[config.mk]
export PLATFORM = sky130hd
export DESIGN_NAME = video_top
export DESIGN_NICKNAME = d
export VERILOG_FILES = /design/src/ctrl_pkg.sv /design/src/video_pkg.sv /design/src/pix_if.sv /design/src/cam_sync_pack.sv /design/src/color_out.sv /design/src/heartbeat.sv /design/src/key_step.sv /design/src/line_crop.sv /design/src/video_top.sv
export SDC_FILE = /design/constraint.sdc
export NUM_CORES = 1
export LEC_CHECK = 0
export BUFFER_PORTS_ARGS = -buffer_cell sky130_fd_sc_hd__buf_2
export CAP_MARGIN = 10
export CORE_ASPECT_RATIO = 0.9
export CORE_MARGIN = 2
export CORE_UTILIZATION = 38
export CTS_BUF_LIST = sky130_fd_sc_hd__clkbuf_16
export CTS_CLUSTER_SIZE = 25
export DETAILED_ROUTE_END_ITERATION = 8
export GPL_TIMING_DRIVEN = 0
export HOLD_SLACK_MARGIN = 0.03
export MAX_ROUTING_LAYER = met4
export PLACE_DENSITY = 0.67
export REMOVE_ABC_BUFFERS = 1
export SETUP_SLACK_MARGIN = 0.05
export SLEW_MARGIN = 20
export SYNTH_ARGS = -nofsm -noshare
export SYNTH_HDL_FRONTEND = slang
export SYNTH_SLANG_ARGS = --single-unit
[constraint.sdc]
create_clock -name core_clk -period 2.1 [get_ports core_clk]
set_input_delay 0.105 -clock core_clk [delete_from_list [all_inputs] [get_ports core_clk]]
set_output_delay 0.105 -clock core_clk [all_outputs]
set_load 0.05 [all_outputs]
[src/ctrl_pkg.sv]
package ctrl_pkg;

    // key stepped pan setting
    localparam int PAN_BITS = 7;                  // holds 0..64
    typedef logic [PAN_BITS-1:0] pan_t;           // crop start offset in columns

    // largest pan step, wraps to 0 on the next press
    localparam int PAN_MAX_DEFAULT = 64;

    // heartbeat led
    // about one second at the core clock rate
    localparam int HEARTBEAT_TICKS_DEFAULT = 33_000_000;

endpackage

[src/video_pkg.sv]
package video_pkg;

    ////////////////////////////////////////////////////////////////////////////
    // field widths of the camera pixel path

    localparam int BYTE_BITS = 8;                 // camera parallel bus
    localparam int R_BITS    = 5;                 // rgb565 red field
    localparam int G_BITS    = 6;                 // rgb565 green field
    localparam int B_BITS    = 5;                 // rgb565 blue field
    localparam int CHAN_BITS = 8;                 // output channel width
    localparam int COL_BITS  = 12;                // column counter width

    ////////////////////////////////////////////////////////////////////////////
    // types

    typedef logic [BYTE_BITS-1:0] byte_t;                  // one cmos byte
    typedef logic [R_BITS+G_BITS+B_BITS-1:0] rgb565_t;     // {r5, g6, b5}
    typedef logic [CHAN_BITS-1:0] chan8_t;                 // r, g or b out
    typedef logic [COL_BITS-1:0] col_t;                    // pixel column in a line

    ////////////////////////////////////////////////////////////////////////////
    // latency

    // edges from the edge that samples the second byte of a pixel
    // (or a vsync level) until that pixel sits on the output registers
    // made of pack 1, crop 1 and output 1 after the input register
    localparam int PIPE_LATENCY = 3;

endpackage

[src/pix_if.sv]
`timescale 1ns/1ps

interface pix_if;

    import video_pkg::*;

    logic    pix_valid;                           // one cycle strobe per pixel
    rgb565_t pix_data;                            // pixel, valid with strobe
    logic    vsync;                               // frame level
    logic    href;                                // line active level

    // stage that sends pixels
    modport producer
    (
        output pix_valid,
        output pix_data,
        output vsync,
        output href
    );

    // stage that takes pixels, no ready back
    modport consumer
    (
        input  pix_valid,
        input  pix_data,
        input  vsync,
        input  href
    );

endinterface

[src/cam_sync_pack.sv]
`timescale 1ns/1ps

module cam_sync_pack
(
    input  logic             core_clk,
    input  logic             rst_n_i,
    input  logic             cmos_vsync_i,
    input  logic             cmos_href_i,
    input  video_pkg::byte_t cmos_data_i,
    pix_if.producer          pix_o
);

    import video_pkg::*;

    byte_t data_q;                                // registered cmos byte
    logic  href_q;                                // registered href
    logic  vsync_q;                               // registered vsync
    byte_t hi_byte_q;                             // first byte of the pair
    logic  phase_q;                               // 1 = waiting for low byte

    ////////////////////////////////////////////////////////////////////////////
    // input register

    always_ff @(posedge core_clk or negedge rst_n_i)
    begin
        if (!rst_n_i)
        begin
            href_q  <= 1'b0;
            vsync_q <= 1'b0;
        end
        else
        begin
            href_q  <= cmos_href_i;
            vsync_q <= cmos_vsync_i;
        end
    end

    always_ff @(posedge core_clk)
    begin
        data_q <= cmos_data_i;                    // byte only, no reset
    end

    ////////////////////////////////////////////////////////////////////////////
    // pack register, high byte first

    always_ff @(posedge core_clk or negedge rst_n_i)
    begin
        if (!rst_n_i)
        begin
            phase_q         <= 1'b0;
            pix_o.pix_valid <= 1'b0;
            pix_o.vsync     <= 1'b0;
            pix_o.href      <= 1'b0;
        end
        else
        begin
            pix_o.vsync <= vsync_q;               // levels follow the pack delay
            pix_o.href  <= href_q;
            if (href_q)
            begin
                phase_q         <= ~phase_q;      // alternate hi / lo
                pix_o.pix_valid <= phase_q;       // strobe on the low byte
            end
            else
            begin
                phase_q         <= 1'b0;          // pair phase restarts per line
                pix_o.pix_valid <= 1'b0;
            end
        end
    end

    always_ff @(posedge core_clk)
    begin
        if (href_q && !phase_q)
            hi_byte_q <= data_q;                  // hold until partner arrives
        if (href_q && phase_q)
            pix_o.pix_data <= {hi_byte_q, data_q};
    end

    // one pixel per two bytes, so the strobe can never repeat back to back
    assert property (@(posedge core_clk) disable iff (!rst_n_i)
        pix_o.pix_valid |=> !pix_o.pix_valid);

endmodule

[src/color_out.sv]
`timescale 1ns/1ps

module color_out
(
    input  logic               core_clk,
    input  logic               rst_n_i,
    input  logic               invert_i,
    pix_if.consumer            pix_i,
    output logic               vs_o,
    output logic               de_o,
    output video_pkg::chan8_t  r_o,
    output video_pkg::chan8_t  g_o,
    output video_pkg::chan8_t  b_o
);

    import video_pkg::*;

    rgb565_t pix;                                 // pixel after optional invert

    assign pix = invert_i ? ~pix_i.pix_data : pix_i.pix_data;

    // widen by zero fill in the low bits, blank outside valid pixels
    always_ff @(posedge core_clk or negedge rst_n_i)
    begin
        if (!rst_n_i)
        begin
            vs_o <= 1'b0;
            de_o <= 1'b0;
            r_o  <= '0;
            g_o  <= '0;
            b_o  <= '0;
        end
        else
        begin
            vs_o <= pix_i.vsync;
            de_o <= pix_i.pix_valid;
            if (pix_i.pix_valid)
            begin
                r_o <= {pix[B_BITS+G_BITS +: R_BITS], {(CHAN_BITS-R_BITS){1'b0}}};
                g_o <= {pix[B_BITS +: G_BITS], {(CHAN_BITS-G_BITS){1'b0}}};
                b_o <= {pix[0 +: B_BITS], {(CHAN_BITS-B_BITS){1'b0}}};
            end
            else
            begin
                r_o <= '0;                        // black between pixels
                g_o <= '0;
                b_o <= '0;
            end
        end
    end

    // pixels reaching the output stage always lie inside an active line
    assert property (@(posedge core_clk) disable iff (!rst_n_i)
        pix_i.pix_valid |-> pix_i.href);

endmodule

[src/heartbeat.sv]
`timescale 1ns/1ps

module heartbeat
#(
    parameter int HEARTBEAT_TICKS = ctrl_pkg::HEARTBEAT_TICKS_DEFAULT
)
(
    input  logic core_clk,
    input  logic rst_n_i,
    output logic heartbeat_o
);

    localparam int CNT_BITS = (HEARTBEAT_TICKS > 1) ? $clog2(HEARTBEAT_TICKS) : 1;

    logic [CNT_BITS-1:0] tick_q;                  // cycles since last toggle
    logic                wrap;

    assign wrap = (tick_q == CNT_BITS'(HEARTBEAT_TICKS - 1));

    always_ff @(posedge core_clk or negedge rst_n_i)
    begin
        if (!rst_n_i)
        begin
            tick_q      <= '0;
            heartbeat_o <= 1'b1;                  // led on while in reset
        end
        else if (wrap)
        begin
            tick_q      <= '0;
            heartbeat_o <= ~heartbeat_o;          // blink
        end
        else
        begin
            tick_q <= tick_q + 1'b1;
        end
    end

endmodule

[src/key_step.sv]
`timescale 1ns/1ps

module key_step
#(
    parameter int CNT_WIDTH = 1,
    parameter int CNT_MAX   = 1
)
(
    input  logic                 core_clk,
    input  logic                 rst_n_i,
    input  logic                 key_i,
    output logic [CNT_WIDTH-1:0] count_o
);

    logic [2:0] key_sync_q;                       // two sync flops and last level
    logic       rise_q;                           // registered press pulse

    always_ff @(posedge core_clk or negedge rst_n_i)
    begin
        if (!rst_n_i)
        begin
            key_sync_q <= '0;
            rise_q     <= 1'b0;
            count_o    <= '0;
        end
        else
        begin
            key_sync_q <= {key_sync_q[1:0], key_i};
            rise_q     <= key_sync_q[1] & ~key_sync_q[2];   // low to high only
            if (rise_q)
            begin
                if (count_o == CNT_WIDTH'(CNT_MAX))
                    count_o <= '0;                // wrap after the top step
                else
                    count_o <= count_o + 1'b1;
            end
        end
    end

    // setting stays in range over any sequence of presses
    assert property (@(posedge core_clk) disable iff (!rst_n_i)
        count_o <= CNT_WIDTH'(CNT_MAX));

endmodule

[src/line_crop.sv]
`timescale 1ns/1ps

module line_crop
#(
    parameter video_pkg::col_t CROP_OFFSET = 12'd344,
    parameter video_pkg::col_t CROP_WIDTH  = 12'd320
)
(
    input  logic           core_clk,
    input  logic           rst_n_i,
    input  ctrl_pkg::pan_t pan_i,
    pix_if.consumer        pix_i,
    pix_if.producer        pix_o
);

    import video_pkg::*;
    import ctrl_pkg::*;

    col_t    col_q;                               // column of the next pixel
    pan_t    pan_q;                               // pan held for the whole line
    col_t    win_start;                           // first column kept
    col_t    win_end;                             // first column dropped again
    logic    in_window;
    logic    valid_q;
    rgb565_t data_q;
    logic    vsync_q;
    logic    href_q;                              // also the previous href

    assign win_start = CROP_OFFSET + col_t'(pan_q);
    assign win_end   = win_start + CROP_WIDTH;
    assign in_window = (col_q >= win_start) && (col_q < win_end);

    always_ff @(posedge core_clk or negedge rst_n_i)
    begin
        if (!rst_n_i)
        begin
            col_q   <= '0;
            pan_q   <= '0;
            valid_q <= 1'b0;
            vsync_q <= 1'b0;
            href_q  <= 1'b0;
        end
        else
        begin
            vsync_q <= pix_i.vsync;               // one edge like the pixels
            href_q  <= pix_i.href;
            valid_q <= pix_i.pix_valid && in_window;
            if (!pix_i.href)
                col_q <= '0;                      // back to column 0 between lines
            else if (pix_i.pix_valid)
                col_q <= col_q + 1'b1;
            if (pix_i.href && !href_q)
                pan_q <= pan_i;                   // take pan at line start only
        end
    end

    always_ff @(posedge core_clk)
    begin
        data_q <= pix_i.pix_data;                 // payload, qualified by valid_q
    end

    assign pix_o.pix_valid = valid_q;
    assign pix_o.pix_data  = data_q;
    assign pix_o.vsync     = vsync_q;
    assign pix_o.href      = href_q;

    // the crop only drops pixels, it never makes one
    assert property (@(posedge core_clk) disable iff (!rst_n_i)
        pix_o.pix_valid |-> $past(pix_i.pix_valid));

endmodule

[src/video_top.sv]
`timescale 1ns/1ps

module video_top
#(
    parameter video_pkg::col_t CROP_OFFSET     = 12'd344,
    parameter video_pkg::col_t CROP_WIDTH      = 12'd320,
    parameter int              PAN_MAX         = ctrl_pkg::PAN_MAX_DEFAULT,
    parameter int              HEARTBEAT_TICKS = ctrl_pkg::HEARTBEAT_TICKS_DEFAULT
)
(
    input  logic              core_clk,
    input  logic              rst_n_i,
    // camera
    input  logic              cmos_vsync_i,
    input  logic              cmos_href_i,
    input  video_pkg::byte_t  cmos_data_i,
    // keys
    input  logic              key_invert_i,
    input  logic              key_pan_i,
    // video out
    output logic              vs_o,
    output logic              de_o,
    output video_pkg::chan8_t r_o,
    output video_pkg::chan8_t g_o,
    output video_pkg::chan8_t b_o,
    output logic              heartbeat_o
);

    import video_pkg::*;
    import ctrl_pkg::*;

    pan_t pan;                                    // crop start step
    logic invert;                                 // colour inversion on

    pix_if cam_pix ();                            // packed camera pixels
    pix_if crop_pix ();                           // pixels inside the window

    ////////////////////////////////////////////////////////////////////////////
    // pixel path

    cam_sync_pack u_cam_sync_pack
    (
        .core_clk     (core_clk),
        .rst_n_i      (rst_n_i),
        .cmos_vsync_i (cmos_vsync_i),
        .cmos_href_i  (cmos_href_i),
        .cmos_data_i  (cmos_data_i),
        .pix_o        (cam_pix)
    );

    line_crop #(
        .CROP_OFFSET (CROP_OFFSET),
        .CROP_WIDTH  (CROP_WIDTH)
    ) u_line_crop (
        .core_clk (core_clk),
        .rst_n_i  (rst_n_i),
        .pan_i    (pan),
        .pix_i    (cam_pix),
        .pix_o    (crop_pix)
    );

    color_out u_color_out
    (
        .core_clk (core_clk),
        .rst_n_i  (rst_n_i),
        .invert_i (invert),
        .pix_i    (crop_pix),
        .vs_o     (vs_o),
        .de_o     (de_o),
        .r_o      (r_o),
        .g_o      (g_o),
        .b_o      (b_o)
    );

    ////////////////////////////////////////////////////////////////////////////
    // key controls and heartbeat

    key_step #(
        .CNT_WIDTH (1),
        .CNT_MAX   (1)
    ) key_invert (
        .core_clk (core_clk),
        .rst_n_i  (rst_n_i),
        .key_i    (key_invert_i),
        .count_o  (invert)                        // toggles per press
    );

    key_step #(
        .CNT_WIDTH ($bits(pan_t)),
        .CNT_MAX   (PAN_MAX)
    ) key_pan (
        .core_clk (core_clk),
        .rst_n_i  (rst_n_i),
        .key_i    (key_pan_i),
        .count_o  (pan)
    );

    heartbeat #(
        .HEARTBEAT_TICKS (HEARTBEAT_TICKS)
    ) u_heartbeat (
        .core_clk    (core_clk),
        .rst_n_i     (rst_n_i),
        .heartbeat_o (heartbeat_o)
    );

    // vsync crosses all three stages in step with the pixels
    // the extra 1 is the input register edge that samples it
    assert property (@(posedge core_clk) disable iff (!rst_n_i)
        $past(rst_n_i, PIPE_LATENCY + 1) |-> vs_o == $past(cmos_vsync_i, PIPE_LATENCY + 1));

endmodule
# After elaboration in Yosys (flattened, before gate mapping)
# Cells that the tools add are included.
[classes]
add_sub_neg = 6
magnitude_cmp = 2
n_eq_ne = 3
n_mux = 11
bitwise_logic = 7
n_reduce_logical = 7
[op_table]
columns = ["cell", "n"]
rows = [
  ["adder 25 x 1 -> 25 bit, second input constant", 1],
  ["equality test 25 bit, second input constant", 1],
  ["two-way mux 25 bit", 1],
  ["two-way mux 12 bit", 2],
  ["two-way mux 8 bit", 3],
  ["two-way mux 16 bit", 1],
  ["inverter 16 bit", 1],
  ["adder 12 x 1 -> 12 bit, second input constant", 1],
  ["adder 12 x 9 -> 12 bit, second input constant", 1],
  [">= comparator 12 bit", 1],
  ["less-than comparator 12 bit", 1],
  ["adder 9 x 7 -> 10 bit, first input constant", 1],
  ["adder 7 x 1 -> 7 bit, second input constant", 1],
  ["equality test 7 bit, second input constant", 1],
  ["two-way mux 7 bit", 1],
  ["logical AND 1 bit", 5],
  ["inverter 1 bit", 4],
  ["two-way mux 1 bit", 3],
  ["AND 1 bit", 2],
  ["zero test 1 bit", 2],
  ["!= test 2 x 1 -> 1 bit, second input constant", 1],
  ["adder 1 bit, second input constant", 1],
]
[totals]
register_bits = 144
out_inout_bits = 27
word_cells = 64

# Depth between registers and ports, before layout
[depth]
depth_word = 5
ltp_mapped = 11

# Cells and area by module
# From an unflattened synthesis, not the netlist that was laid out.
[hier_totals]
hier_cells = 416
hier_area_um2 = 5347.6
[modules_own_cells]
columns = ["mod", "n_inst", "cells_per_inst", "area_per_inst_um2"]
rows = [
  ["line_crop", 1, 148, 1661.6],
  ["heartbeat", 1, 123, 1268.7],
  ["cam_sync_pack", 1, 40, 1047.3],
  ["color_out", 1, 62, 789.5],
  ["key_step at key_pan", 1, 36, 440.4],
  ["key_step at key_invert", 1, 7, 140.1],
]

# Worst setup path before layout
# No wires, ideal clock.
[synth_path]
path_kind = "register -> register"
start = "register u_line_crop.pan_q[3]"
end = "register u_line_crop.valid_q, in the netlist u_line_crop.pix_o.pix_valid"
arrival_time_ns = 1.750
required_ns = 1.975
setup_slack_ns = 0.224
path_stages_with_launch = 12
path_buffers = 0
cell_sequence = "dfrtp_1 -> inv_1 -> ha_1 -> inv_1 -> a21oi_1 -> inv_1 -> ha_1 -> inv_1 -> ha_1 -> nand4_1 -> o31ai_1 -> nor3_1"
[synth_between]
elab_chain_len = 5
elab_cells_between_ends = 6
[synth_rtl]
columns = ["element", "line", "text"]
rows = [
  ["from (decl)", "line_crop.sv:20", "pan_t pan_q;"],
  ["from (signal assigned)", "line_crop.sv:53", "pan_q <= pan_i;"],
  ["adder 9 x 7 -> 10 bit *", "line_crop.sv:29", "assign win_start = CROP_OFFSET + col_t'(pan_q);"],
  ["adder 12 x 9 -> 12 bit", "line_crop.sv:30", "assign win_end = win_start + CROP_WIDTH;"],
  ["less-than comparator 12 bit", "line_crop.sv:31", "assign in_window = (col_q >= win_start) && (col_q < win_end);"],
  ["logical AND 1 bit *", "line_crop.sv:31", ""],
  ["logical AND 1 bit *", "line_crop.sv:47", "valid_q <= pix_i.pix_valid && in_window;"],
  ["to (signal assigned)", "line_crop.sv:47", ""],
  ["to (decl)", "line_crop.sv:24", "logic valid_q;"],
]
# Mark *: on every way between the ends. The rest lies on a longest branch, timed or not.
# A chain may end at the register's enable or synchronous reset.

# Worst setup path after layout
# Same ends and word-level chain as after synthesis.

==> flow_summary.ini <==
[timing]
worst_pin_slew_ps = 859
finalMaxSlewViolations = 0
fin_skew_ps = 6.72
rsz0062_at_grt = no
fmax_ghz = 0.505
period_needed_ps = 1980
setup_viol = 0
finalHoldViolations = 0
whs_ps = 198
tns_ps = 0
relSlewSlack = 0.427
fin_crit_sh = 0.943
layout_setup_ws_ps = 120

[layout]
fill_cells = 1153
diodes = 0
final_common_cell = dfrtp_1
fin_util = 0.476
drive_above_1_share = 0.194
design_area_um2 = 6410
syn2layout_area_growth_pct = 21.7
nets = 498
final_cell_mix = dfrtp_1, xor2_1, buf_2

[power_and_ir_drop]
p_int_mw = 5.05
clkPwrFrac = 0.451
pwr-share-comb = 0.089
p_seq_frac = 0.460
power.switching_mw = 1.57
p_per_area_nw_per_um2 = 1030
p_leak_nw = 2.89
p_sw_frac = 0.238
ir_worst_vdd_v = 0.000693

[floorplanning]
io_pins = 41
initial_utilization = 0.391
design.core.area_um2 = 13500
rows = 40
die_h_um = 116
die_w_um = 128
die_area_um2 = 14800

[setup_path]
critPathKind = reg2reg
end_kind = flop
crit_path_start_kind = flop
crit_fanout = 4
critPathLaunch = u_line_crop.pan_q[3]$_DFFE_PN0P_
cp.required_ps = 2390
r2r-start = u_line_crop.pan_q[3]$_DFFE_PN0P_
crit_arrival_ps = 2270

[cts]
clk_path_buf_depth = 2
clock_sinks = 136
h-tree-depth = 4
clk_pin_slew_ps = 50
clock_latency_ps = 410
cts_tree = yes
root_buffer = clkbuf_16
numCtsBuffers = 17

[min_path]
hp-class = in2async

[routing]
drt_iter0_drc = 181
drtPass1Iterations = 4
vias = 3091
drc_errors = 0
routed_wl_um = 8310
postRouteAntennaNets = 0
vias_per_cell = 4.77
routedWlPerCell_um = 12.8

[synthesis]
synth.yosys.seq_area_share = 0.646
yosysWarnings = 0
yosys.area_share.adder = 0.0404
ys_seq_elements = 136
synth_cells = 407
yosys.area_share.simple = 0.146
synthXorXnorAreaFrac = 0.0864
synth_ff_type = dfrtp_1
synth_area_per_cell_um2 = 12.9
muxShareOfSynthArea = 0.0126
synth-compound-area-share = 0.0382
async_flop_share = 0.647
synth_edf_count = 24
syn_area_um2 = 5270
synth.distinct_cells = 46
synth_top_family_by_area = simple AND/OR/NAND/NOR gates

[global_route]
grtUsageTotal = 0.127
grt_pass1_wl_um = 14200
antenna_found_initial = 0
grt_pass1_vias = 3189
grt_max_degree = 56
overflow = 0

[place]
place_ws_ps = 40.6
io_buffers = 32
place_congestion = 0.823
dp_hpwl_um = 5290
dpl-instance-area_um2 = 5600

[run]
max_cap_viol_count = 0

[run_status]
status = completed
## worst max-delay path, stage by stage, from the launching register on
cell and delay (ps):
dfrtp_1 410, inv_2 80, ha_4 130, inv_2 40, a21oi_4 140, inv_2 60, ha_4 260, inv_2 40
ha_4 250, nand4_1 100, o31ai_1 270, nor3_1 90
## path summary, 6_finish.rpt
kind,end,cells past startpoint,slack [ps]
min,u_heartbeat.tick_q[23]$_DFF_PN0_,2,200
max reg2reg,u_line_crop.pix_o.pix_valid$_DFF_PN0_,11,120
min reg2reg,u_line_crop.pix_o.pix_data[2]$_DFF_P_,0,340
min in group core_clk,u_cam_sync_pack.data_q[5]$_DFF_P_,2,330
max in group asynchronous,key_pan.count_o[5]$_DFFE_PN0P_,3,1280
max,u_line_crop.pix_o.pix_valid$_DFF_PN0_,11,120
## power by group through the flow
stage	registers, mW	logic [mW]	clock network (mW)
6_report	3.05	0.589	2.99
5_1_grt	3.07	0.672	3.17
4_1_cts	3.05	0.543	3.05
3_5_place_dp	3.09	0.515	0
3_3_place_gp	3.09	0.493	0
2_1_floorplan	3.04	0.391	0
## cell families (layout without fill, tap and decap cells)
kind of cell               Yosys count  in the layout
other                                1              8
adders and majority gates           17             17
AOI/OAI and AO/OA                   32             32
muxes                                6              6
DFF                                136            136
buffers and inverters               32             98
and+or+nand+nor                    131            131
xor gates and xnor gates            52             52
## final cells by class
| type | instances | area, µm² | share of cell area |
|---|---|---|---|
| clock buffer | 18 | 450 | 0.0702 |
| sequential | 136 | 3400 | 0.531 |
| multi-input combinational | 246 | 1790 | 0.279 |
| timing repair buffer | 49 | 343 | 0.0535 |
| clock inverter | 14 | 155 | 0.0242 |
| tap | 168 | 210 | 0.0328 |
| inverter | 17 | 63.8 | 0.00995 |
## through the flow
stage	instances	power [mW]
floorplan	399	3.44
global placement	599	3.58
detailed placement	600	3.61
CTS	645	6.63
global route	648	6.92
finish	648	6.62
## metal layers
| layer | global-route usage | up-vias | routed length [µm] | part of all wire |
|---|---|---|---|---|
| met5 | - | - | 0 | 0 |
| met4 | 0.0674 | 0 | 163 | 0.020 |
| met3 | 0.0369 | 15 | 281 | 0.034 |
| met2 | 0.205 | 54 | 4120 | 0.50 |
| met1 | 0.145 | 1534 | 3740 | 0.45 |
| li1 | - | 1488 | - | - |
## cells in the mapped netlist (10+ instances only)
| cell type | number | area (µm²) |
|---|---|---|
| dfrtp_1 | 87 | 2180 |
| xor2_1 | 35 | 307 |
| nor2_1 | 25 | 93.8 |
| dfxtp_1 | 24 | 480 |
| edfxtp_1 | 24 | 721 |
| nand2_1 | 23 | 86.3 |
| and2_1 | 18 | 113 |
| ha_1 | 17 | 213 |
| inv_1 | 17 | 63.8 |
| xnor2_1 | 17 | 149 |
| nand3_1 | 15 | 75.1 |
| a21oi_1 | 10 | 50.1 |
| o21ai_0 | 10 | 50.1 |
## registers in the layout, summed over array words and instances (netlist names), 3 cells and up
register and flops:
u_color_out.b_o 5, u_cam_sync_pack.data_q 8, key_pan.key_sync_q 3, key_pan.count_o 7
u_line_crop.col_q 12, u_cam_sync_pack.hi_byte_q 8, key_invert.key_sync_q 3, u_heartbeat.tick_q 25
u_color_out.r_o 5, u_line_crop.pan_q 7, u_cam_sync_pack.pix_o.pix_data 16, u_line_crop.pix_o.pix_data 16
u_color_out.g_o 6
## what timing repair did
item	CTS	global route
hold buffers	13	0
gates cloned	0	0
buffers inserted	0	3
resized for setup	2	12
endpoints found under the setup margin	1	1
pin swaps	0	7
endpoints found under the hold margin	45	0
(Power assumes the default switching activity.)
